[config.mk]
export PLATFORM = sky130hd
export DESIGN_NAME = decode
export DESIGN_NICKNAME = d
export VERILOG_FILES = /design/src/hdl/rv_pkg.sv /design/src/hdl/decode.sv /design/src/hdl/decode_output_stage.sv /design/src/hdl/imm_gen.sv /design/src/hdl/reg_field_decode.sv
export VERILOG_INCLUDE_DIRS = /design/src /design/src/include
export SDC_FILE = /design/constraint.sdc
export NUM_CORES = 1
export LEC_CHECK = 0
export BUFFER_PORTS_ARGS = -buffer_cell sky130_fd_sc_hd__buf_2
export CAP_MARGIN = 25
export CORE_UTILIZATION = 50
export DETAILED_ROUTE_END_ITERATION = 16
export GPL_ROUTABILITY_DRIVEN = 1
export PLACE_DENSITY_LB_ADDON = 0.25
export SETUP_SLACK_MARGIN = 0.2
export SYNTH_ARGS = -nofsm -noshare
export SYNTH_HDL_FRONTEND = slang
export SYNTH_SLANG_ARGS = --single-unit
[constraint.sdc]
create_clock -name clk -period 2.7 [get_ports clk]
set_clock_uncertainty 0.2 [all_clocks]
set_input_delay 0 -clock clk [delete_from_list [all_inputs] [get_ports clk]]
set_output_delay 0 -clock clk [all_outputs]
set_load 0.05 [all_outputs]
[src/include/rv_constants.svh]
`ifndef RV_CONSTANTS_SVH
`define RV_CONSTANTS_SVH

// RV32I major opcodes, bits 6:0 of the instruction word

// Upper immediate group
localparam logic [6:0] OPCODE_LUI    = 7'b0110111;
localparam logic [6:0] OPCODE_AUIPC  = 7'b0010111;

// Control transfer
localparam logic [6:0] OPCODE_JAL    = 7'b1101111;
localparam logic [6:0] OPCODE_JALR   = 7'b1100111;
localparam logic [6:0] OPCODE_BRANCH = 7'b1100011;

// Memory access
localparam logic [6:0] OPCODE_LOAD   = 7'b0000011;
localparam logic [6:0] OPCODE_STORE  = 7'b0100011;

// Integer ALU
localparam logic [6:0] OPCODE_OP_IMM = 7'b0010011; // Register-immediate
localparam logic [6:0] OPCODE_OP     = 7'b0110011; // Register-register

// funct3 values that mark the OP-IMM shifts
// Shift amount sits where rs2 would be, funct7 picks logical or arithmetic
localparam logic [2:0] FUNCT3_SLL     = 3'b001;
localparam logic [2:0] FUNCT3_SRL_SRA = 3'b101; // SRAI when funct7[5] is set

`endif

[src/hdl/rv_pkg.sv]
package rv_pkg;

    localparam int XLEN     = 32; // Data and address width
    localparam int REG_AW   = 5;  // Register index width
    localparam int OPCODE_W = 7;
    localparam int FUNCT3_W = 3;
    localparam int FUNCT7_W = 7;

    `include "rv_constants.svh"

    // Instruction formats, unknown covers everything outside RV32I base
    typedef enum logic [2:0] {
        FMT_R,
        FMT_I,
        FMT_S,
        FMT_B,
        FMT_U,
        FMT_J,
        FMT_UNKNOWN
    } insn_fmt_e;

    // One view per format, MSB first
    typedef struct packed {
        logic [FUNCT7_W-1:0] funct7;
        logic [REG_AW-1:0]   rs2;    // Also the shift amount of OP-IMM shifts
        logic [REG_AW-1:0]   rs1;
        logic [FUNCT3_W-1:0] funct3;
        logic [REG_AW-1:0]   rd;
        logic [OPCODE_W-1:0] opcode;
    } r_view_t;

    typedef struct packed {
        logic [11:0]         imm_11_0;
        logic [REG_AW-1:0]   rs1;
        logic [FUNCT3_W-1:0] funct3;
        logic [REG_AW-1:0]   rd;
        logic [OPCODE_W-1:0] opcode;
    } i_view_t;

    typedef struct packed {
        logic [6:0]          imm_11_5;
        logic [REG_AW-1:0]   rs2;   // Store data
        logic [REG_AW-1:0]   rs1;   // Base address
        logic [FUNCT3_W-1:0] funct3;
        logic [4:0]          imm_4_0;
        logic [OPCODE_W-1:0] opcode;
    } s_view_t;

    typedef struct packed {
        logic                imm_12;   // Sign bit
        logic [5:0]          imm_10_5;
        logic [REG_AW-1:0]   rs2;
        logic [REG_AW-1:0]   rs1;
        logic [FUNCT3_W-1:0] funct3;
        logic [3:0]          imm_4_1;
        logic                imm_11;
        logic [OPCODE_W-1:0] opcode;
    } b_view_t;

    typedef struct packed {
        logic [19:0]         imm_31_12;
        logic [REG_AW-1:0]   rd;
        logic [OPCODE_W-1:0] opcode;
    } u_view_t;

    typedef struct packed {
        logic                imm_20;   // Sign bit
        logic [9:0]          imm_10_1;
        logic                imm_11;
        logic [7:0]          imm_19_12;
        logic [REG_AW-1:0]   rd;
        logic [OPCODE_W-1:0] opcode;
    } j_view_t;

    // Same word, read through whichever format the consumer needs
    typedef union packed {
        r_view_t r;
        i_view_t i;
        s_view_t s;
        b_view_t b;
        u_view_t u;
        j_view_t j;
    } insn_u;

    // Field decoder result, unused fields already zeroed
    typedef struct packed {
        logic [REG_AW-1:0]   rd;
        logic [REG_AW-1:0]   rs1;
        logic [REG_AW-1:0]   rs2;
        logic [FUNCT3_W-1:0] funct3;
        logic [FUNCT7_W-1:0] funct7;
        logic [REG_AW-1:0]   shamt;
        insn_fmt_e           fmt;
        logic                illegal; // Opcode outside the supported set
    } fields_t;

    // Registered decode record handed to the next stage
    typedef struct packed {
        logic [XLEN-1:0]     pc;
        logic [XLEN-1:0]     insn;
        logic [OPCODE_W-1:0] opcode;
        logic [REG_AW-1:0]   rd;
        logic [REG_AW-1:0]   rs1;
        logic [REG_AW-1:0]   rs2;
        logic [FUNCT3_W-1:0] funct3;
        logic [FUNCT7_W-1:0] funct7;
        logic [REG_AW-1:0]   shamt;
        insn_fmt_e           fmt;
        logic                illegal;
        logic [XLEN-1:0]     imm;
    } decoded_t;

endpackage : rv_pkg

[src/hdl/decode.sv]
`timescale 1ns/1ps

module decode import rv_pkg::*; (
    input  logic            clk,
    input  logic            reset_i,
    input  logic            valid_i,      // Sampled every rising edge
    input  insn_u           insn_i,
    input  logic [XLEN-1:0] pc_i,
    output decoded_t        dec_o,        // One cycle after valid_i
    output logic            dec_valid_o
);

    fields_t         fields;   // Register and function fields
    logic [XLEN-1:0] imm;      // Sign-extended immediate

    // Both decoders see the same word in parallel
    reg_field_decode u_reg_field_decode (
        .insn_i   (insn_i),
        .fields_o (fields)
    );

    imm_gen u_imm_gen (
        .insn_i (insn_i),
        .imm_o  (imm)
    );

    // Single register stage for the whole record
    decode_output_stage u_output_stage (
        .clk         (clk),
        .reset_i     (reset_i),
        .valid_i     (valid_i),
        .pc_i        (pc_i),
        .insn_i      (insn_i),
        .fields_i    (fields),
        .imm_i       (imm),
        .dec_o       (dec_o),
        .dec_valid_o (dec_valid_o)
    );

endmodule : decode

[src/hdl/decode_output_stage.sv]
`timescale 1ns/1ps

module decode_output_stage import rv_pkg::*; (
    input  logic            clk,
    input  logic            reset_i,
    input  logic            valid_i,
    input  logic [XLEN-1:0] pc_i,
    input  insn_u           insn_i,
    input  fields_t         fields_i,
    input  logic [XLEN-1:0] imm_i,
    output decoded_t        dec_o,
    output logic            dec_valid_o
);

    decoded_t rec_d; // Record assembled this cycle

    // Merge field decoder result with immediate, PC and raw word
    always_comb begin
        rec_d.pc      = pc_i;
        rec_d.insn    = insn_i;          // Raw word, no view needed
        rec_d.opcode  = insn_i.r.opcode;
        rec_d.rd      = fields_i.rd;
        rec_d.rs1     = fields_i.rs1;
        rec_d.rs2     = fields_i.rs2;
        rec_d.funct3  = fields_i.funct3;
        rec_d.funct7  = fields_i.funct7;
        rec_d.shamt   = fields_i.shamt;
        rec_d.fmt     = fields_i.fmt;
        rec_d.illegal = fields_i.illegal;
        rec_d.imm     = imm_i;
    end

    // Valid follows the input strobe every cycle
    // Record only moves on a valid cycle and holds through bubbles
    always_ff @(posedge clk) begin
        if (reset_i) begin
            dec_valid_o <= 1'b0;
            dec_o       <= '0;
        end else begin
            dec_valid_o <= valid_i;
            if (valid_i) begin
                dec_o <= rec_d;
            end
        end
    end

endmodule : decode_output_stage

[src/hdl/imm_gen.sv]
`timescale 1ns/1ps

module imm_gen import rv_pkg::*; (
    input  insn_u           insn_i,
    output logic [XLEN-1:0] imm_o
);

    // Per-format immediates, all sign-extended from instruction bit 31
    logic [XLEN-1:0] imm_i_fmt;
    logic [XLEN-1:0] imm_s_fmt;
    logic [XLEN-1:0] imm_b_fmt;
    logic [XLEN-1:0] imm_u_fmt;
    logic [XLEN-1:0] imm_j_fmt;

    assign imm_i_fmt = {{(XLEN-12){insn_i.i.imm_11_0[11]}}, insn_i.i.imm_11_0};

    // Upper and lower pieces split around rs1, rs2 and funct3
    assign imm_s_fmt = {{(XLEN-12){insn_i.s.imm_11_5[6]}},
                        insn_i.s.imm_11_5,
                        insn_i.s.imm_4_0};

    // Branch offset is in halfwords, so bit 0 is always zero
    assign imm_b_fmt = {{(XLEN-13){insn_i.b.imm_12}},
                        insn_i.b.imm_12,
                        insn_i.b.imm_11,   // Lives at instruction bit 7
                        insn_i.b.imm_10_5,
                        insn_i.b.imm_4_1,
                        1'b0};

    assign imm_u_fmt = {insn_i.u.imm_31_12, 12'b0}; // Upper 20 bits, low 12 zero

    // Jump offset scrambled across the upper 20 bits
    assign imm_j_fmt = {{(XLEN-21){insn_i.j.imm_20}},
                        insn_i.j.imm_20,
                        insn_i.j.imm_19_12,
                        insn_i.j.imm_11,
                        insn_i.j.imm_10_1,
                        1'b0};

    // Own opcode classification since the format does not cross over
    always_comb begin
        case (insn_i.r.opcode)
            OPCODE_OP_IMM, OPCODE_LOAD, OPCODE_JALR: imm_o = imm_i_fmt;
            OPCODE_STORE:                            imm_o = imm_s_fmt;
            OPCODE_BRANCH:                           imm_o = imm_b_fmt;
            OPCODE_LUI, OPCODE_AUIPC:                imm_o = imm_u_fmt;
            OPCODE_JAL:                              imm_o = imm_j_fmt;
            default:                                 imm_o = '0; // R-type and unknown
        endcase
    end

endmodule : imm_gen

[src/hdl/reg_field_decode.sv]
`timescale 1ns/1ps

module reg_field_decode import rv_pkg::*; (
    input  insn_u   insn_i,
    output fields_t fields_o
);

    logic is_shift; // OP-IMM with SLLI, SRLI or SRAI

    // Opcode and funct3 sit at the same place in every view
    assign is_shift = (insn_i.i.opcode == OPCODE_OP_IMM) &&
                      ((insn_i.i.funct3 == FUNCT3_SLL) ||
                       (insn_i.i.funct3 == FUNCT3_SRL_SRA));

    always_comb begin
        fields_o = '0; // Fields a format does not use stay zero
        fields_o.fmt = FMT_UNKNOWN;

        case (insn_i.r.opcode)
            // Register-register ALU ops
            OPCODE_OP: begin
                fields_o.fmt    = FMT_R;
                fields_o.rd     = insn_i.r.rd;
                fields_o.rs1    = insn_i.r.rs1;
                fields_o.rs2    = insn_i.r.rs2;
                fields_o.funct3 = insn_i.r.funct3;
                fields_o.funct7 = insn_i.r.funct7;
            end

            // Immediate ALU ops, loads and JALR share the I layout
            OPCODE_OP_IMM, OPCODE_LOAD, OPCODE_JALR: begin
                fields_o.fmt    = FMT_I;
                fields_o.rd     = insn_i.i.rd;
                fields_o.rs1    = insn_i.i.rs1;
                fields_o.funct3 = insn_i.i.funct3;
                if (is_shift) begin
                    // Upper immediate bits read as funct7 and shamt
                    fields_o.funct7 = insn_i.r.funct7;
                    fields_o.shamt  = insn_i.r.rs2;
                end
            end

            // Stores write no register
            OPCODE_STORE: begin
                fields_o.fmt    = FMT_S;
                fields_o.rs1    = insn_i.s.rs1;
                fields_o.rs2    = insn_i.s.rs2;
                fields_o.funct3 = insn_i.s.funct3;
            end

            OPCODE_BRANCH: begin
                fields_o.fmt    = FMT_B;
                fields_o.rs1    = insn_i.b.rs1;    // Compare operand A
                fields_o.rs2    = insn_i.b.rs2;    // Compare operand B
                fields_o.funct3 = insn_i.b.funct3; // Condition
            end

            // LUI and AUIPC carry only rd and the immediate
            OPCODE_LUI, OPCODE_AUIPC: begin
                fields_o.fmt = FMT_U;
                fields_o.rd  = insn_i.u.rd;
            end

            OPCODE_JAL: begin
                fields_o.fmt = FMT_J;
                fields_o.rd  = insn_i.j.rd; // Link register
            end

            // Unknown opcode
            // Every field passed raw for later analysis
            default: begin
                fields_o.illegal = 1'b1;
                fields_o.rd      = insn_i.r.rd;
                fields_o.rs1     = insn_i.r.rs1;
                fields_o.rs2     = insn_i.r.rs2;
                fields_o.funct3  = insn_i.r.funct3;
                fields_o.funct7  = insn_i.r.funct7;
                fields_o.shamt   = insn_i.r.rs2; // Same bits as rs2
            end
        endcase
    end

endmodule : reg_field_decode

==> summary.txt <==
Run status
  – Outcome: complete, no violations

Critical path
  – Max incr delay on CP: between 0.6 and 0.7 ns
  – Startpoint class of the critical path: input port
  – Largest driver fanout on the critical path: 19
  – Crit path top cell by count: sky130_fd_sc_hd__dlygate4sd3_1
  – Critical Path Slowest Stage Cell: sky130_fd_sc_hd__dlygate4sd3_1
  – Family with the most delay on the worst path: buffers and inverters
  – Arrival time at the worst endpoint: between 2 and 3 ns
  – Req. time, crit path: between 2 and 3 ns
  – Type of the worst setup path: in2reg
  – CP endpoint kind: flip-flop
  – Number of buffers and inverters on the critical path: 4
  – Cell-by-cell trace of the critical path: dlygate4sd3_1, buf_2, nand4b_1, dlygate4sd3_1, a21oi_1, dlygate4sd3_1, o21ai_0

Die
  – Floorplan Core Area: 0.009910 mm²
  – Starting utilization of the core area: 0.5225
  – Total die area: 0.01077 mm²
  – Floorplan die height: 103.8 µm
  – Width of the die: 103.8 µm
  – IO Pins: 205
  – Total number of placement rows: 36

Global routing
  – First-pass GRT wire length: 27080 µm
  – Via count of the first global-routing pass: 5133
  – Largest net degree at the start of global routing: 74
  – Total congestion overflow after global routing: 0
  – Number of antenna violations at the first check in global routing: 0
  – Total track usage: 0.3188

Synth
  – EDFF count, synth: 0
  – Instance count of the mapped netlist: ~530
  – Sequential-to-total area share from yosys stat: 0.5065
  – Avg Synthesized Cell Area: 9.787 µm²
  – Count of state elements after synthesis: 131
  – YS warnings: 0
  – Most numerous cell in the Yosys netlist: sky130_fd_sc_hd__dfxtp_1
  – Post-Syn Area: 0.005177 mm²
  – Unique masters post-synth: 47
  – Proportion of netlist area held by the largest area contributor: 0.5065
  – Share of flip-flops with an asynchronous set or reset: 0
  – Cell types occupying the most area after synthesis: sky130_fd_sc_hd__dfxtp_1 51%, sky130_fd_sc_hd__mux2i_1 11%, sky130_fd_sc_hd__a22o_1 6.9%, sky130_fd_sc_hd__nor2_1 5.1%, sky130_fd_sc_hd__nand2b_1 3.0%
  – Syn_nets: 596
  – Cell types with the highest counts after synthesis: 131 x sky130_fd_sc_hd__dfxtp_1, 70 x sky130_fd_sc_hd__nor2_1, 57 x sky130_fd_sc_hd__mux2i_1, 41 x sky130_fd_sc_hd__a22o_1, 30 x sky130_fd_sc_hd__clkbuf_1
  – Cell taking the most area after synthesis: sky130_fd_sc_hd__dfxtp_1
  – Dominant synthesized flop cell: sky130_fd_sc_hd__dfxtp_1

STA
  – Final Max Slew Viols: 0
  – Final critical path time including I/O delays and setup: roughly 2.4 ns
  – Accumulated negative setup slack: 0 ns
  – Period utilization: 0.9019
  – Worst slew margin relative to its limit: 0.4064
  – Endpoints failing hold: 0
  – Slew @ Worst Pin: 0.8904 ns
  – Post-route setup slack: around 0.26 ns
  – Highest clock frequency the design can meet: 0.4107 GHz
  – RSZ-0062 raised after global routing: false
  – Setup-violating endpoint count in the final report: 0

Drt
  – Number of detailed-routing iterations run before antenna repair: 5
  – Met1 WL: 6891 µm
  – Starting DRT DRC Count: 315
  – DRT Wirelength: 17050 µm
  – Post-detailed-route DRC marker count: 0
  – Per-cell via count in the routed design: between 5 and 6
  – Total via count in the routed design: approximately 5200
  – Routed met2 length: 8576 µm
  – Routed length on met3: 1184 µm
  – Uppermost layer routed: met4
  – Final routed wire length divided by cell count: 18.06 µm
  – Count of antenna-violating nets left after detailed routing: 0

Place
  – DP HPWL: 9825 µm
  – Placed instance area: 0.006178 mm²
  – Final RePlAce weighted congestion: about 0.84
  – Number of I/O port buffers: 204
  – Number of cells after detailed placement: 821
  – Post-Place Worst Slack: 0.6872 ns

Power and ir drop
  – Fraction of power consumed by sequential logic: 0.412
  – Net Sw Power: 1.479 mW
  – Power density over the cells: 661.8 mW/mm²
  – Combinational Power Share: 0.185
  – Leak Pwr: 3.632 nW
  – PnR Total Power: 5.054 mW
  – Switching share of total power: 0.2926
  – Cell internal power dissipation: 3.575 mW
  – Clock network power share: 0.403
  – Worst IR drop on VDD: 0.4927 mV

Final layout
  – Share of layout cells above drive strength 1: 0.3095
  – Final std cells w/o fill: 944
  – Nets@finish: 868
  – Post-route design area: 0.007636 mm²
  – Area overhead of the layout relative to synthesis: 47.49%
  – Antenna diode count: 0

Clocking
  – Clk sinks: 131
  – TritonCTS clock tree: done
  – Post-CTS setup buffer count: 0
  – Depth of the CTS H-tree: 4
  – CTS buffer count: 17
  – Later-pin clock latency in the skew report: 0.52 ns
  – Clock tree buffer depth: 2
  – Clock input transition at the sequential cells of the worst setup and hold paths: 0.06 ns
  – CTS root buf: sky130_fd_sc_hd__clkbuf_8

Run
  – # Max-Cap Violations: 0

Worst hold path
  – Class of the worst hold path: in2reg
## registers in the layout, summed over array words and instances (netlist names)
signal and flops:
u_output_stage.dec_valid_o 1, u_output_stage.dec_o 130
## power groups by stage
stage | combinational [mW] | sequential [mW] | clock [mW]
after floorplan | 0.269 | 2.43 | 0
after global placement | 0.788 | 2.11 | 0
after detailed placement | 0.801 | 2.11 | 0
after CTS | 0.912 | 2.07 | 2.05
after global routing | 0.978 | 2.09 | 2.14
final | 0.935 | 2.08 | 2.04
## cell usage in the layout, fill, tap and decap left out, types with 2 or more instances in the layout
cell type | Yosys | routed
sky130_fd_sc_hd__nand2_1 | 21 | 21
sky130_fd_sc_hd__dfxtp_1 | 131 | 131
sky130_fd_sc_hd__o311ai_1 | 7 | 7
sky130_fd_sc_hd__a311oi_1 | 2 | 2
sky130_fd_sc_hd__inv_1 | 2 | 2
sky130_fd_sc_hd__nand3_1 | 26 | 26
sky130_fd_sc_hd__dlygate4sd3_1 | 0 | 93
sky130_fd_sc_hd__clkbuf_1 | 30 | 4
sky130_fd_sc_hd__or3_1 | 2 | 2
sky130_fd_sc_hd__o21ai_0 | 17 | 17
sky130_fd_sc_hd__o2bb2ai_1 | 8 | 8
sky130_fd_sc_hd__nor2b_1 | 3 | 3
sky130_fd_sc_hd__clkbuf_16 | 0 | 16
sky130_fd_sc_hd__a21oi_1 | 23 | 23
sky130_fd_sc_hd__buf_2 | 8 | 202
sky130_fd_sc_hd__clkbuf_8 | 0 | 3
sky130_fd_sc_hd__nor3b_1 | 3 | 3
sky130_fd_sc_hd__o32ai_1 | 2 | 2
sky130_fd_sc_hd__o211ai_1 | 7 | 7
sky130_fd_sc_hd__nor2_1 | 70 | 69
sky130_fd_sc_hd__o21a_1 | 2 | 2
sky130_fd_sc_hd__a22o_1 | 41 | 41
sky130_fd_sc_hd__buf_4 | 9 | 7
sky130_fd_sc_hd__nand2b_1 | 25 | 25
sky130_fd_sc_hd__clkinv_2 | 0 | 4
sky130_fd_sc_hd__mux2i_1 | 57 | 57
sky130_fd_sc_hd__or3b_2 | 7 | 7
## path summary, 6_finish.rpt
path                                                              from                                endpoint  slack [ns]  cells after the start
worst max-delay path                                         insn_i[4]   u_output_stage.dec_o[53]$_SDFFE_PP0P_        0.26                      7
worst min-delay path                                          pc_i[27]  u_output_stage.dec_o[132]$_SDFFE_PP0P_        0.05                      4
worst max register to register  u_output_stage.dec_o[114]$_SDFFE_PP0P_  u_output_stage.dec_o[114]$_SDFFE_PP0P_        0.63                      4
worst min register to register   u_output_stage.dec_o[53]$_SDFFE_PP0P_   u_output_stage.dec_o[53]$_SDFFE_PP0P_        0.26                      2
## repair_timing
action	4_1_cts	5_1_grt
resized for setup	0	1
hold buffers	95	0
setup endpoints to repair	0	12
hold endpoints to repair	129	0
## routing by layer
| layer | GRT usage | vias to the layer above |
|---|---|---|
| met5 | 0 | - |
| met4 | 0.1357 | 0 |
| met3 | 0.08622 | 39 |
| met2 | 0.5470 | 243 |
| met1 | 0.3745 | 2503 |
| li1 | - | 2433 |
## layout make-up
class	instances	area [µm²]
multi-input cells	345	2315
clock inverters	6	57.56
repair buffers	303	2007
flip-flops and latches	131	2623
fillers	665	2273
well taps	133	166.4
inverters	3	11.26
clock buffers	23	456.7
## cell families after synthesis
| logic type | Yosys count | share of synthesized area |
|---|---|---|
| buffers and inverters | 53 | 0.04688 |
| and+or+nand+nor | 168 | 0.1605 |
| muxes | 57 | 0.1102 |
| DFF | 131 | 0.5065 |
| AOI/OAI and AO/OA | 120 | 0.1759 |
## per-stage QoR
step,utilization,hold WS (ns)
2_1_floorplan,-,-0.07431
3_3_place_gp,0.6235,0.03388
3_5_place_dp,0.6235,0.04509
4_1_cts,0.7713,0.02612
5_1_grt,0.7706,0.03922
6_report,0.7706,0.04686
## worst min-delay path: stages
cell	delay (ns)
sky130_fd_sc_hd__dlygate4sd3_1	0.52
sky130_fd_sc_hd__buf_2	0.10
sky130_fd_sc_hd__mux2i_1	0.05
sky130_fd_sc_hd__nor2_1	0.07
Note: power is estimated with default switching activity, not from simulation.
